### config.mk
export PLATFORM = sky130hd
export DESIGN_NAME = mulLiteTop
export DESIGN_NICKNAME = d
export VERILOG_FILES = /design/src/lauPkg.sv /design/src/cprSlice.sv /design/src/mopCsvAdder.sv /design/src/mulLiteTop.sv /design/src/mulRegs.sv /design/src/mulUns.sv /design/src/prefixAdder.sv /design/src/prefixAndOr.sv
export VERILOG_INCLUDE_DIRS = /design/src /design/src/include
export SDC_FILE = /design/constraint.sdc
export NUM_CORES = 1
export LEC_CHECK = 0
export ABC_CLOCK_PERIOD_IN_PS = 4700
export BUFFER_PORTS_ARGS = -buffer_cell sky130_fd_sc_hd__clkbuf_2
export CORE_MARGIN = 4
export CORE_UTILIZATION = 55
export DETAILED_ROUTE_END_ITERATION = 12
export PLACE_DENSITY_LB_ADDON = 0.3
export RECOVER_POWER = 25
export SYNTH_ARGS = -nofsm -noshare
export SYNTH_HDL_FRONTEND = slang
export SYNTH_HIERARCHICAL = 1
export SYNTH_SLANG_ARGS = --single-unit
### constraint.sdc
create_clock -name clk -period 4.7 [get_ports clk]
set_clock_uncertainty 0.05 [all_clocks]
set_input_delay 1.175 -clock clk [delete_from_list [all_inputs] [get_ports clk]]
set_output_delay 1.175 -clock clk [all_outputs]
set_load 0.05 [all_outputs]
### src/include/mul_settings.svh
// widths, bus address width, speed choice and register map, included by the multiply unit sources
`ifndef MUL_SETTINGS_SVH
`define MUL_SETTINGS_SVH

`define MUL_WIDTH_X 16 // multiplier, keep <= multiplicand
`define MUL_WIDTH_Y 24 // multiplicand
`define MUL_WIDTH_P (`MUL_WIDTH_X + `MUL_WIDTH_Y) // full product
`define AXIL_ADDR_WIDTH 8
`define MUL_SPEED lauPkg::FAST // or lauPkg::SLOW

// byte offsets of the register map
`define REG_X 'h00
`define REG_Y 'h04
`define REG_CTRL 'h08 // bit 0 starts a multiplication
`define REG_STATUS 'h0C // bit 0 busy, bit 1 done
`define REG_PLO 'h10
`define REG_PHI 'h14

`endif

### src/lauPkg.sv
// shared types of the multiply unit, speed choice plus AXI4-Lite and multiplier structs
`default_nettype none
`include "mul_settings.svh"

package lauPkg;

	typedef enum logic {
		SLOW = 1'b0, // serial prefix, linear compressor
		FAST = 1'b1 // sklansky prefix, compressor tree
	} speedE;

	localparam logic [1:0] RESP_OKAY = 2'b00;
	localparam logic [1:0] RESP_SLVERR = 2'b10;

	typedef struct packed {
		logic [`AXIL_ADDR_WIDTH-1:0] addr;
		logic valid;
	} axilAwT;

	typedef struct packed {
		logic [31:0] data;
		logic [3:0] strb; // one bit per byte lane
		logic valid;
	} axilWT;

	typedef struct packed {
		logic [1:0] resp;
		logic valid;
	} axilBT;

	typedef struct packed {
		logic [`AXIL_ADDR_WIDTH-1:0] addr;
		logic valid;
	} axilArT;

	typedef struct packed {
		logic [31:0] data;
		logic [1:0] resp;
		logic valid;
	} axilRT;

	// master side, all channels
	typedef struct packed {
		axilAwT aw;
		axilWT w;
		axilArT ar;
		logic bready;
		logic rready;
	} axilReqT;

	// slave side
	typedef struct packed {
		axilBT b;
		axilRT r;
		logic awready;
		logic wready;
		logic arready;
	} axilRspT;

	typedef struct packed {
		logic valid;
		logic [`MUL_WIDTH_X-1:0] x;
		logic [`MUL_WIDTH_Y-1:0] y;
	} mulReqT;

	typedef struct packed {
		logic valid;
		logic [`MUL_WIDTH_P-1:0] p;
	} mulRspT;

endpackage

`default_nettype wire

### src/cprSlice.sv
// one (m,2) compressor bit-slice of full adders, linear chain or tree, for the carry-save adder
`timescale 1ns/1ps
`default_nettype none

module cprSlice #(
	parameter int depth = 4, // bits of this weight
	parameter lauPkg::speedE speed = lauPkg::FAST
) (
	input wire logic [depth-1:0] A,
	input wire logic [depth-4:0] CI, // carries from the slice below
	output logic S,
	output logic C,
	output logic [depth-4:0] CO // carries to the slice above
);

	localparam int nFa = depth - 2; // full adders per slice

	// FIFO vector: input bits, then sum and carry-in in turn
	logic [3*depth-6:0] F;
	logic [nFa-1:0] faA;
	logic [nFa-1:0] faB;
	logic [nFa-1:0] faC;
	logic [nFa-1:0] faCo;

	assign F[depth-1:0] = A;

	// full adder cells, only the input wiring differs by speed
	for (genvar i = 0; i < nFa; i++) begin : gFa
		assign F[depth+2*i] = faA[i] ^ faB[i] ^ faC[i];
		assign faCo[i] = (faA[i] & faB[i]) | (faC[i] & (faA[i] ^ faB[i]));
		if (i < nFa-1) begin : gCin
			assign F[depth+2*i+1] = CI[i]; // queued behind its sum
		end
	end

	if (speed == lauPkg::SLOW) begin : gLinear
		for (genvar i = 0; i < nFa; i++) begin : gIn
			if (i == 0) begin : gFirst
				assign faA[i] = F[0];
				assign faB[i] = F[1];
				assign faC[i] = F[2];
			end else begin : gNext
				assign faA[i] = F[i+2]; // next fresh bit
				assign faB[i] = CI[i-1];
				assign faC[i] = F[depth+2*(i-1)]; // previous sum
			end
		end
	end else begin : gTree
		for (genvar i = 0; i < nFa; i++) begin : gIn
			assign faA[i] = F[3*i]; // take three from the head of the FIFO
			assign faB[i] = F[3*i+1];
			assign faC[i] = F[3*i+2];
		end
	end

	assign CO = faCo[nFa-2:0];
	assign S = F[3*depth-6]; // last sum written
	assign C = faCo[nFa-1];

endmodule

`default_nettype wire

### src/mopCsvAdder.sv
// multi-operand carry-save adder, one compressor slice per bit weight
`timescale 1ns/1ps
`default_nettype none

module mopCsvAdder #(
	parameter int width = 8,
	parameter int depth = 4, // operand count
	parameter lauPkg::speedE speed = lauPkg::FAST
) (
	input wire logic [depth*width-1:0] A, // operand k at [k*width +: width]
	output logic [width-1:0] S,
	output logic [width-1:0] C // already weighted, add to S
);

	logic [depth*width-1:0] byWeight; // all bits of weight i side by side
	logic [(depth-3)*(width+1)-1:0] carryChain; // slice-to-slice carries
	logic [width-1:0] carryT; // slice carries before shift

	for (genvar k = 0; k < depth; k++) begin : gOp
		for (genvar i = 0; i < width; i++) begin : gBit
			assign byWeight[i*depth+k] = A[k*width+i];
		end
	end

	assign carryChain[depth-4:0] = '0; // nothing below bit 0

	for (genvar i = 0; i < width; i++) begin : gSlice
		cprSlice #(
			.depth(depth),
			.speed(speed)
		) slice (
			.A(byWeight[i*depth +: depth]),
			.CI(carryChain[i*(depth-3) +: depth-3]),
			.S(S[i]),
			.C(carryT[i]),
			.CO(carryChain[(i+1)*(depth-3) +: depth-3])
		);
	end

	assign C = {carryT[width-2:0], 1'b0}; // top carry falls off the product width

endmodule

`default_nettype wire

### src/mulLiteTop.sv
// multiply unit top, AXI4-Lite register file driving the pipelined multiplier
`timescale 1ns/1ps
`default_nettype none
`include "mul_settings.svh"

module mulLiteTop (
	input wire logic clk,
	input wire logic rst,
	input wire lauPkg::axilReqT axilReq,
	output lauPkg::axilRspT axilRsp
);

	lauPkg::mulReqT mulReq; // start pulse with operands
	lauPkg::mulRspT mulRsp; // product, 2 cycles later

	mulRegs regs0 (
		.clk(clk),
		.rst(rst),
		.axilReq(axilReq),
		.mulRsp(mulRsp),
		.axilRsp(axilRsp),
		.mulReq(mulReq)
	);

	mulUns #(
		.widthX(`MUL_WIDTH_X),
		.widthY(`MUL_WIDTH_Y),
		.speed(`MUL_SPEED)
	) mul0 (
		.clk(clk),
		.rst(rst),
		.mulReq(mulReq),
		.mulRsp(mulRsp)
	);

endmodule

`default_nettype wire

### src/mulRegs.sv
// AXI4-Lite slave register file, operands, start and status, product capture
`timescale 1ns/1ps
`default_nettype none
`include "mul_settings.svh"

module mulRegs (
	input wire logic clk,
	input wire logic rst,
	input wire lauPkg::axilReqT axilReq,
	input wire lauPkg::mulRspT mulRsp,
	output lauPkg::axilRspT axilRsp,
	output lauPkg::mulReqT mulReq
);

	logic [`MUL_WIDTH_X-1:0] regX;
	logic [`MUL_WIDTH_Y-1:0] regY;
	logic [`MUL_WIDTH_P-1:0] regP; // last product
	logic startQ; // one-cycle request pulse
	logic [1:0] inFlight; // requests inside the multiplier
	logic done;
	logic busy;
	logic wrEn; // aw and w taken this cycle
	logic rdEn;
	logic startWr;
	logic [31:0] rdWord;
	lauPkg::axilBT bQ;
	lauPkg::axilRT rQ;

	function automatic logic isMapped(input logic [`AXIL_ADDR_WIDTH-1:0] addr);
		case (addr)
			`REG_X, `REG_Y, `REG_CTRL, `REG_STATUS, `REG_PLO, `REG_PHI: return 1'b1;
			default: return 1'b0;
		endcase
	endfunction

	// both write channels together, stall while B is owed
	assign wrEn = axilReq.aw.valid & axilReq.w.valid & ~bQ.valid;
	assign rdEn = axilReq.ar.valid & ~rQ.valid;
	assign startWr = wrEn && (axilReq.aw.addr == `REG_CTRL)
		&& axilReq.w.strb[0] && axilReq.w.data[0];
	assign busy = startQ | (inFlight != 2'd0); // covers the pulse cycle too

	always_comb begin
		rdWord = 32'd0; // unmapped reads as zero
		case (axilReq.ar.addr)
			`REG_X: rdWord = 32'(regX);
			`REG_Y: rdWord = 32'(regY);
			`REG_STATUS: rdWord = {30'd0, done, busy};
			`REG_PLO: rdWord = regP[31:0];
			`REG_PHI: rdWord = 32'(regP[`MUL_WIDTH_P-1:32]); // zero-extended
			default: rdWord = 32'd0; // ctrl start bit self-clears
		endcase
	end

	always_ff @(posedge clk) begin
		if (rst) begin
			regX <= '0;
			regY <= '0;
			regP <= '0;
			startQ <= 1'b0;
			inFlight <= 2'd0;
			done <= 1'b0;
			bQ.valid <= 1'b0;
			rQ.valid <= 1'b0;
		end else begin
			if (wrEn && axilReq.aw.addr == `REG_X) begin
				for (int i = 0; i < `MUL_WIDTH_X; i++) begin
					if (axilReq.w.strb[i/8]) regX[i] <= axilReq.w.data[i]; // byte lanes
				end
			end
			if (wrEn && axilReq.aw.addr == `REG_Y) begin
				for (int i = 0; i < `MUL_WIDTH_Y; i++) begin
					if (axilReq.w.strb[i/8]) regY[i] <= axilReq.w.data[i];
				end
			end
			startQ <= startWr;
			if (startQ && !mulRsp.valid) begin
				inFlight <= inFlight + 2'd1;
			end else if (!startQ && mulRsp.valid) begin
				inFlight <= inFlight - 2'd1;
			end
			if (startWr) begin
				done <= 1'b0; // new start hides old result
			end else if (mulRsp.valid) begin
				done <= 1'b1;
			end
			if (mulRsp.valid) regP <= mulRsp.p;
			if (wrEn) begin
				bQ.valid <= 1'b1;
			end else if (axilReq.bready) begin
				bQ.valid <= 1'b0;
			end
			if (rdEn) begin
				rQ.valid <= 1'b1;
			end else if (axilReq.rready) begin
				rQ.valid <= 1'b0;
			end
		end
	end

	// response payload, held until the handshake
	always_ff @(posedge clk) begin
		if (wrEn) begin
			bQ.resp <= isMapped(axilReq.aw.addr) ? lauPkg::RESP_OKAY : lauPkg::RESP_SLVERR;
		end
		if (rdEn) begin
			rQ.data <= rdWord;
			rQ.resp <= isMapped(axilReq.ar.addr) ? lauPkg::RESP_OKAY : lauPkg::RESP_SLVERR;
		end
	end

	always_comb begin
		axilRsp.b = bQ;
		axilRsp.r = rQ;
		axilRsp.awready = wrEn;
		axilRsp.wready = wrEn;
		axilRsp.arready = rdEn;
		mulReq.valid = startQ;
		mulReq.x = regX; // already updated by the start write
		mulReq.y = regY;
	end

endmodule

`default_nettype wire

### src/mulUns.sv
// two-stage unsigned brown-array multiplier, carry-save stage then prefix final adder
`timescale 1ns/1ps
`default_nettype none

module mulUns #(
	parameter int widthX = 16, // multiplier, <= widthY
	parameter int widthY = 24,
	parameter lauPkg::speedE speed = lauPkg::FAST
) (
	input wire logic clk,
	input wire logic rst,
	input wire lauPkg::mulReqT mulReq,
	output lauPkg::mulRspT mulRsp // 2 cycles after the request
);

	localparam int widthP = widthX + widthY;

	typedef struct packed {
		logic valid;
		logic [widthP-1:0] sum;
		logic [widthP-1:0] carry;
	} csvStageT;

	logic [widthX*widthP-1:0] pp; // partial product i at [i*widthP +: widthP]
	logic [widthP-1:0] csSum;
	logic [widthP-1:0] csCarry;
	logic [widthP-1:0] prod;
	csvStageT stage1; // carry-save result

	always_comb begin
		pp = '0;
		for (int i = 0; i < widthX; i++) begin
			for (int k = 0; k < widthY; k++) begin
				pp[i*widthP+i+k] = mulReq.x[i] & mulReq.y[k]; // row i shifted by i
			end
		end
	end

	mopCsvAdder #(
		.width(widthP),
		.depth(widthX),
		.speed(speed)
	) csv0 (
		.A(pp),
		.S(csSum),
		.C(csCarry)
	);

	always_ff @(posedge clk) begin
		if (mulReq.valid) begin // hold payload between requests
			stage1.sum <= csSum;
			stage1.carry <= csCarry;
		end
		if (rst) begin
			stage1.valid <= 1'b0;
		end else begin
			stage1.valid <= mulReq.valid;
		end
	end

	prefixAdder #(
		.width(widthP),
		.speed(speed)
	) cpa0 (
		.A(stage1.sum),
		.B(stage1.carry),
		.S(prod)
	);

	always_ff @(posedge clk) begin
		if (stage1.valid) begin
			mulRsp.p <= prod;
		end
		if (rst) begin
			mulRsp.valid <= 1'b0;
		end else begin
			mulRsp.valid <= stage1.valid;
		end
	end

endmodule

`default_nettype wire

### src/prefixAdder.sv
// carry-propagate adder on the prefix network, serial chain when SLOW, sklansky tree when FAST
`timescale 1ns/1ps
`default_nettype none

module prefixAdder #(
	parameter int width = 8,
	parameter lauPkg::speedE speed = lauPkg::FAST
) (
	input wire logic [width-1:0] A,
	input wire logic [width-1:0] B,
	output logic [width-1:0] S // sum, carry out dropped
);

	logic [width-1:0] gen;
	logic [width-1:0] prop;
	logic [width-1:0] halfSum;
	logic [width-1:0] carryGen; // carry out of each bit position

	assign gen = A & B;
	assign prop = A | B; // or-propagate is enough for carries
	assign halfSum = A ^ B;

	prefixAndOr #(
		.width(width),
		.speed(speed) // serial ripple or sklansky levels
	) prefix0 (
		.GI(gen),
		.PI(prop),
		.GO(carryGen),
		.PO() // group propagate not needed, no carry in
	);

	assign S = halfSum ^ {carryGen[width-2:0], 1'b0}; // carry into bit i from bit i-1

endmodule

`default_nettype wire

### src/prefixAndOr.sv
// generate/propagate prefix network, serial chain or sklansky tree, used by the final adder
`timescale 1ns/1ps
`default_nettype none

module prefixAndOr #(
	parameter int width = 8,
	parameter lauPkg::speedE speed = lauPkg::FAST
) (
	input wire logic [width-1:0] GI, // generate in
	input wire logic [width-1:0] PI, // propagate in
	output logic [width-1:0] GO, // group generate from bit 0
	output logic [width-1:0] PO // group propagate from bit 0
);

	localparam int n = width;
	localparam int m = $clog2(width); // tree depth

	if (speed == lauPkg::FAST) begin : gSklansky
		// level l lives in bits [l*n +: n], level 0 is the input
		logic [(m+1)*n-1:0] gTmp;
		logic [(m+1)*n-1:0] pTmp;

		assign gTmp[n-1:0] = GI;
		assign pTmp[n-1:0] = PI;

		for (genvar l = 1; l <= m; l++) begin : gLevel
			for (genvar k = 0; k < 2**(m-l); k++) begin : gGroup
				for (genvar i = 0; i < 2**(l-1); i++) begin : gBit
					localparam int lo = k*2**l + i; // lower half of group
					localparam int hi = lo + 2**(l-1); // upper half of group
					localparam int src = k*2**l + 2**(l-1) - 1; // top bit of lower half
					if (lo < n) begin : gPass
						assign gTmp[l*n+lo] = gTmp[(l-1)*n+lo];
						assign pTmp[l*n+lo] = pTmp[(l-1)*n+lo];
					end
					if (hi < n) begin : gComb
						// fan out lower-half result into each upper bit
						assign gTmp[l*n+hi] = gTmp[(l-1)*n+hi]
							| (pTmp[(l-1)*n+hi] & gTmp[(l-1)*n+src]);
						assign pTmp[l*n+hi] = pTmp[(l-1)*n+hi] & pTmp[(l-1)*n+src];
					end
				end
			end
		end

		assign GO = gTmp[m*n +: n]; // last level
		assign PO = pTmp[m*n +: n];
	end else begin : gSerial
		logic [n-1:0] gChain;
		logic [n-1:0] pChain;

		assign gChain[0] = GI[0];
		assign pChain[0] = PI[0];
		for (genvar i = 1; i < n; i++) begin : gBit
			assign gChain[i] = GI[i] | (PI[i] & gChain[i-1]); // ripple one bit
			assign pChain[i] = PI[i] & pChain[i-1];
		end

		assign GO = gChain;
		assign PO = pChain;
	end

endmodule

`default_nettype wire
# Word level (Yosys, flattened, before mapping)
# Index checks and enable logic that the tools add are counted.
[totals] in_bits=59 register_bits=239
[classes] eq_ne=10 n_reduce_logical=23 n_mux=13 addsub=2 n_bitwise=2319
[op_table] cell="$and 1x1->1" n=1224
[op_table] cell="$xor 1x1->1" n=683
[op_table] cell="$or 1x1->1" n=406
[op_table] cell="$pmux 32 s5" n=1
[op_table] cell="$xor 40x40->40" n=2
[op_table] cell="$and 39x39->39" n=1
[op_table] cell="$or 39x39->39" n=1
[op_table] cell="$eq 8x4->1 const B" n=4
[op_table] cell="$eq 8x5->1 const B" n=4
[op_table] cell="$eq 8x3->1 const B" n=2
[op_table] cell="$logic_not 8->1" n=2
[op_table] cell="$reduce_or 6->1" n=2
[op_table] cell="$reduce_and 2->1" n=5
[op_table] cell="$mux 1" n=8
[op_table] cell="$mux 2" n=4
[op_table] cell="$reduce_bool 2->1" n=4
[op_table] cell="$logic_and 1x1->1" n=7
[op_table] cell="$add 2x1->2 const B" n=1
[op_table] cell="$logic_not 1->1" n=2
[op_table] cell="$not 1->1" n=2
[op_table] cell="$reduce_or 2->1" n=1
[op_table] cell="$sub 2x1->2 const B" n=1

# Longest topological paths before layout
# Gate-level depths: netlist of the first run.
[depth] depth_word=15 mapped_depth=15

# By module
# Netlist of the first run, hierarchy kept.
[modules_own_cells] module="cprSlice" seq_area_each_um2=0.0 area_each_um2=392.9 instances=40 cells_each=44
[modules_own_cells] module="mulUns" seq_area_each_um2=3643.5 area_each_um2=6642.6 instances=1 cells_each=565
[modules_own_cells] module="mulRegs" seq_area_each_um2=2742.6 area_each_um2=5291.3 instances=1 cells_each=495
[modules_own_cells] module="prefixAdder" seq_area_each_um2=0.0 area_each_um2=1793.0 instances=1 cells_each=239
[modules_own_cells] module="prefixAndOr" seq_area_each_um2=0.0 area_each_um2=1106.1 instances=1 cells_each=190
[modules_own_cells] module="mopCsvAdder" seq_area_each_um2=0.0 area_each_um2=304.0 instances=1 cells_each=41

# Least setup slack after synthesis of the first run
# Ideal clock, no wire load.
[synth_path] kind="input to output" startpoint="input axilReq[2] in the netlist's numbering" endpoint="output axilRsp[0] in the netlist's numbering" n_path_buf=1 t_arrival_ps=3115 setup_slack_ps=360 cell_stages=2 path_cell_list="nor2b_1 buf_4"
[synth_lines] item="start: declaration" line="mulLiteTop.sv:9" text="input wire lauPkg::axilReqT axilReq,"
[synth_lines] item="end: declaration" line="mulLiteTop.sv:10" text="output lauPkg::axilRspT axilRsp"

# Final worst setup path of the first run
[layout_path] startpoint="register regs0.regY[12]" endpoint="register mul0/stage1[55] in the netlist's numbering (data pin)"
[layout_between] elab_chain_cells=12 word_cells_on_any_way=65
[layout_rtl] item="start: declaration" line="mulRegs.sv:16" text="logic [`MUL_WIDTH_Y-1:0] regY;"
[layout_rtl] item="start signal: indexed assignment" line="mulRegs.sv:73" text="if (axilReq.w.strb[i/8]) regY[i] <= axilReq.w.data[i];"
[layout_rtl] item="$and 1x1->1" line="mulUns.sv:34" text="pp[i*widthP+i+k] = mulReq.x[i] & mulReq.y[k];"
[layout_rtl] item="net mul0.pp[135]" line="mulUns.sv:24" text="logic [widthX*widthP-1:0] pp;"
[layout_rtl] item="$xor 1x1->1 (11 in series)" line="cprSlice.sv:29" text="assign F[depth+2*i] = faA[i] ^ faB[i] ^ faC[i];"
[layout_rtl] item="net mul0.csSum[15]" line="mulUns.sv:25" text="logic [widthP-1:0] csSum;"
[layout_rtl] item="end: declaration" line="mulUns.sv:28" text="csvStageT stage1;"
# The timed path passes the listed nets, and every way through them passes these cells.
# A chain may end at the register's enable or synchronous reset.

==> impl_results.md, run 1 <==
- Status: finished with violations
- Violated checks: max-capacitance violations, max-slew violations
- GRT Max-Usage Layer: met2
- Critical Path End Type: flop
- RSZ-0062 raised after global routing: no
- R2r startpoint: regs0/regY[12]$_SDFFE_PP0P_
- Synth warn: 6
- Average instance area after synthesis: 9.45 sq um
- Crit path max-delay family: adder cells
- Crit path cell chain: and2_1 -> inv_1 -> fa_1 -> inv_1 -> fa_1 -> fa_1 -> inv_1 -> fa_1 -> inv_1 -> fa_1 -> inv_1 -> fa_1 -> inv_1
- PostCTS Resize Cnt: 0
- Hold-fix buffers at CTS: 0
- CP bufs+invs: 6
- LEAKAGE: 16.7 nW
- CTS tree: yes
- Mapped Area: 30,500 sq um
- Antenna Nets Post-Route: 0
- Max-slew violations: 112
- Max stage delay cell, worst path: dfxtp_1
- Die height: 244 um
- Drt wl/cell: 14.3 um
- End of the worst hold path: regs0/regX[11]$_SDFFE_PP0P_
- Setup tns final: 0 ps
- Layout cells sized above 1: 0.0719
- Final nets: 4,228
- Worst-path fanout max: 13
- Largest stage delay, worst path: 770 ps
- Port Buffers: 88
- GR Util met3: 0.0460
- Period utilization: 0.972
- Reg-to-reg setup timing slack: 130 ps
- Critical path type: flop to flop
- Clk buf depth: 3
- Rows: 86
- Setup Viol. Count Final: 0
- Fillers: 4,689
- # DRC: 0
- Die area: 59,300 sq um
- Worst-Margin Slew: 1830 ps
- Relative slew slack: -0.221
- Initial antenna violation count: 0
- Worst path required time: 4960 ps
- GRT met2 Usage: 0.344
- PwrDens: 224 nW/um^2
- Core area: 55,000 sq um
- Worst Reg-to-Reg Cells: 13
- Pin count of the biggest net entering global routing: 54
- Util after Layout: 0.606
- Area Overhead vs Synth: 9.23%
- # diodes: 0
- Worst setup SP type: flop
- Clock Latency Late Sink: 560 ps
- Via density: 4.49
- Post-CTS setup repair buffer count: 0
- Iteration-0 DRC Markers: 1,077
- Total routed wirelength: 61.6 mm
- Root buffer cell: clkbuf_16
- Reg-to-reg endpoint: mul0/stage1[55]$_DFFE_PP_
- Vias: 19,300
- Crit path time final: 4570 ps
- Total global-route track usage: 0.219
- Worst Path Arrival: 4830 ps
- Initial Util: 0.555
- Total CTS buffers: 26
- Max-cap violations: 4
- Num ports: 100
- CTS sink cnt: 242
- Hold Crit Depth: 2
- Maximum clock rate: 219 MHz
- CTS H-tree depth: 1
- Min Hold Slack: 416 ps
- Vias in the first global route: 20,500
- Die width: 244 um
- GRT overflow: 0
- M1 GR Usage: 0.323
- Hold Path Class: flop to flop
- DR pass1 iterations: 9
- Reg clk slew, reported paths: 60 ps
- HP Start: regs0/regX[11]$_SDFFE_PP0P_
- DP HPWL: 49.1 mm
- Hold Vio Cnt, Final: 0
- Final Wtd Congestion: 0.915
- First-pass GRT wire length: 104 mm
- Peak VDD IR: 0.000245 V
- Post-synthesis cell count: 3,230
how the worst max path moves through the flow:
stage                                            to  slack, ps                        start  depth (start not counted)
after floorplan                          axilRsp[0]        360                   axilReq[2]                          2
after global routing      mul0/stage1[60]$_DFFE_PP_         10  regs0/regY[15]$_SDFFE_PP0P_                         13
after detailed placement  mul0/stage1[65]$_DFFE_PP_        110  regs0/regY[21]$_SDFFE_PP0P_                         13
after CTS                 mul0/stage1[64]$_DFFE_PP_        100  regs0/regY[21]$_SDFFE_PP0P_                         13
after global placement    mul0/stage1[58]$_DFFE_PP_        170  regs0/regY[15]$_SDFFE_PP0P_                         13
final                     mul0/stage1[55]$_DFFE_PP_        130  regs0/regY[12]$_SDFFE_PP0P_                         13
sequential cells by signal, summed over array words and instances, names as in the netlist:
name            count
regs0/regP         40
regs0/startQ        1
mul0/stage1        81
regs0/regY         24
mul0/mulRsp        41
regs0/axilRsp      36
regs0/done          1
regs0/inFlight      2
regs0/regX         16
cells in the final DEF (no fill, tap or decap), types with 6 or more instances in the layout:
master     instances
nand3_1            6
fa_1             560
conb_1           272
clkbuf_1          11
nor2_1            71
inv_1           1323
dfxtp_1           84
clkbuf_16         28
ha_1              80
buf_4             54
nand2_1           25
nor2b_1            7
buf_12            15
and2_1           359
a21oi_1           62
and2_2            32
a2bb2oi_1          8
edfxtp_1         154
nand4_1           44
mux2i_1           50
xor2_1            41
a21o_1            18
and3_1            11
clkbuf_2          85
nor3_1             8
mux4_2             7
a22oi_1            9
o21ai_0           13
o31ai_1           39
metrics by stage:
| stage | std cells | setup slack (ps) | power [mW] | instance area [sq um] |
|---|---|---|---|---|
| floorplan | 3499 | 360 | 5.05 | 31500 |
| detailed placement | 4249 | 114 | 5.39 | 32500 |
| global route | 4296 | 11.5 | 8.29 | 33300 |
| global placement | 4249 | 166 | 5.32 | 32500 |
| CTS | 4296 | 97.1 | 7.42 | 33400 |
| finish | 4296 | 130 | 7.46 | 33300 |
area by class of cell:
type                            instances  area (sq um)  share of cell area
Clock buffer                           38           762              0.0229
Clock inverter                          9          88.8             0.00266
Inverter                             1325          4970               0.149
Multi-Input combinational cell       1776         19000               0.571
Sequential cell                       242          6390               0.192
Tap cell                              748           936              0.0281
Timing Repair Buffer                  158          1150              0.0344
report_power, final:
group | switching (mW) | internal [mW]
Sequential | 0.00529 | 2.52
Combinational | 1.78 | 1.13
Clock | 0.847 | 1.18
Total | 2.63 | 4.83
tightest hold or removal path, stage by stage, from the launching register on:
cell and delay, ps:
dfxtp_1 300, o31ai_1 60, a21oi_1 50
per-layer routing:
| layer | up-vias | part of all wire |
|---|---|---|
| li1 | 9241 | - |
| met1 | 9425 | 0.45 |
| met2 | 540 | 0.44 |
| met3 | 72 | 0.084 |
| met4 | 0 | 0.019 |
| met5 | - | 0 |
No activity file was read; power rests on OpenSTA's default activity.
==> run 2, diff against run 1 <==
- SYNTH_HIERARCHICAL: 1 -> not set
==> run 2 against run 1 <==
Effect of this change:
- the flow still finishes with violations (max-capacitance violations, max-slew violations)
- sequential share of layout area up 9.0 points
- synthesized cell count down 41%
- synthesized area down 34%
- die area down 33%
- global-route usage up 3.3 points
- clock power up 8%
- cell count down 43%
- power down 39%
==> impl_results.md, run 2 <==
- Layout cells sized above 1: 0.102
- Worst-path fanout max: 11
- Hold-fix buffers at CTS: 0
- Clock Latency Late Sink: 570 ps
- Post-synthesis sequential area ratio: 0.310
- Setup slack at placement: 349 ps
- Most frequent cells in the layout: 356 x nand2_1, 313 x fa_1, 310 x inv_1
- Peak VDD IR: 0.000218 V
- Crit path time final: 4430 ps
- Total global-route track usage: 0.253
- Pin count of the biggest net entering global routing: 79
- Leading area contributor after synthesis: fa_1
- Most common cell after layout, fill and taps aside: nand2_1
- RSZ-0062 raised after global routing: no
- Final nets: 2,471
- Final setup margin: 266 ps
- Worst path required time: 4940 ps
- PwrDens: 206 nW/um^2
- Violated checks: max-capacitance violations, max-slew violations
- Via density: 5.57
- Netlist cell types: 56
- Root buffer cell: clkbuf_16
- DP HPWL: 36.2 mm
- Crit. Startpoint: regs0.regY[14]$_SDFFE_PP0P_
- Mapped Area: 20,100 sq um
- Post-synth top cells: 356 x nand2_1, 313 x fa_1, 310 x inv_1
- Ys async rst share: 0
- Worst-Margin Slew: 3700 ps
- CTS H-tree depth: 1
- Die width: 199 um
- Antenna Nets Post-Route: 0
- Port Buffers: 88
- Total routed wirelength: 47.6 mm
- # diodes: 0
- Hold Vio Cnt, Final: 0
- Core area: 35,800 sq um
- Drt wl/cell: 19.4 um
- Biggest register: mul0.stage1
- Most common cell in the netlist: nand2_1
- Relative slew slack: -1.47
- Total CTS buffers: 28
- CTS sink cnt: 237
- Post-synthesis cell count: 1,911
- R2r startpoint: regs0.regY[14]$_SDFFE_PP0P_
- Hold Path Class: flop to flop
- HP Start: mul0.stage1[43]$_DFFE_PP_
- Average instance area after synthesis: 10.5 sq um
- Post-CTS setup repair buffer count: 0
- Status: finished with violations
- Die height: 199 um
- Initial antenna violation count: 1
- Min Hold Slack: 370 ps
- Vias: 13,600
- Worst setup SP type: flop
- Area share of the largest cell type after synthesis: 0.311
- Critical path type: flop to flop
- # DRC: 0
- Area Overhead vs Synth: 9.92%
- Util after Layout: 0.618
- Clk buf depth: 3
- Most used DFF post-synth: edfxtp_1
- GRT overflow: 0
- Combinational Power Share: 0.032
- LEAKAGE: 9.30 nW
- Reg clk slew, reported paths: 60 ps
- Sw Ratio: 0.219
- Critical Path End Type: flop
- Synth warn: 0
- Num ports: 100
- Worst Path Arrival: 4670 ps
- Iteration-0 DRC Markers: 1,026
- Vias in the first global route: 14,800
- Period utilization: 0.943
- Tot Pwr: 4.56 mW
- Setup tns final: 0 ps
- Seq cells post-synth: 237
- Max reg flops: 76
- Clock power share: 0.483
- Seq pwr share: 0.485
- Initial Util: 0.562
- Internal: 3.56 mW
- Final Wtd Congestion: 0.890
- CTS tree: yes
- Top cells by area, synth: fa_1 31%, edfxtp_1 22%, dfxtp_1 8.7%
- Biggest regs: mul0.stage1: 76 flops, mul0.mulRsp: 41 flops, regs0.regP: 40 flops
- PostCTS Resize Cnt: 0
- Psw: 996 uW
- First-pass GRT wire length: 78.0 mm
- DR pass1 iterations: 6
- Post-synth EDFFs: 149
- Maximum clock rate: 226 MHz
- Max-slew violations: 121
- Die area: 39,800 sq um
- Setup Viol. Count Final: 0
- Max-cap violations: 2
- Rows: 69
run 2: layout make-up:
cell class / count / area [sq um]
Clock buffer: 43 / 902
Clock inverter: 9 / 52.6
Fill cell: 2790 / 13700
Inverter: 310 / 1160
Multi-Input combinational cell: 1244 / 12300
Sequential cell: 237 / 6240
Tap cell: 461 / 577
Timing Repair Buffer: 145 / 928
run 2: cells by family (layout without fill, tap and decap cells):
| logic type | count (synthesis) | count (layout) | share of synthesized area |
|---|---|---|---|
| multiplexers | 96 | 96 | 0.0477 |
| buffers and inverters | 431 | 507 | 0.0812 |
| flip-flops | 237 | 237 | 0.310 |
| XOR/XNOR | 30 | 30 | 0.0130 |
| other | 1 | 2 | 0.000186 |
| AO/OA/AOI/OAI | 94 | 94 | 0.0320 |
| AND/OR/NAND/NOR | 576 | 576 | 0.123 |
| adder cells (fa/ha/maj) | 446 | 446 | 0.394 |
run 2: critical path: stages (launching register included):
cell,delay (ps)
dfxtp_1,660
buf_4,270
nand2_1,80
fa_1,530
fa_1,450
fa_1,510
inv_1,50
fa_1,500
inv_1,50
fa_1,470
inv_1,60
fa_1,450
run 2: routing by layer:
metal / vias to the layer above / global-route usage / share of wire / wire length, um
li1: 5994 / - / - / -
met1: 6935 / 0.322 / 0.38 / 18200
met2: 568 / 0.426 / 0.50 / 23600
met3: 150 / 0.0469 / 0.074 / 3500
met4: 0 / 0.110 / 0.048 / 2300
met5: - / 0 / 0 / 0
run 2: path summary, 6_finish.rpt:
| path | cells after the start | slack [ps] | endpoint |
|---|---|---|---|
| hold reg to reg | 0 | 370 | mul0.mulRsp[3]$_DFFE_PP_ |
| setup / recovery | 11 | 270 | mul0.stage1[62]$_DFFE_PP_ |
| hold / removal | 0 | 370 | mul0.mulRsp[3]$_DFFE_PP_ |
| setup reg to reg | 11 | 270 | mul0.stage1[62]$_DFFE_PP_ |
run 2: stage by stage:
stage,std cells,cell area [sq um]
6_report,2449,22100
5_1_grt,2449,22100
4_1_cts,2449,22200
3_5_place_dp,2397,21200
3_3_place_gp,2397,21200
2_1_floorplan,1912,20200
run 2: power by group through the flow:
stage               Clock, mW  Combinational [mW]  Sequential [mW]
floorplan                   0              0.0430             2.31
global placement            0               0.144             2.25
detailed placement          0               0.146             2.25
CTS                      2.25               0.146             2.21
global route             2.34               0.154             2.21
finish                   2.20               0.146             2.21
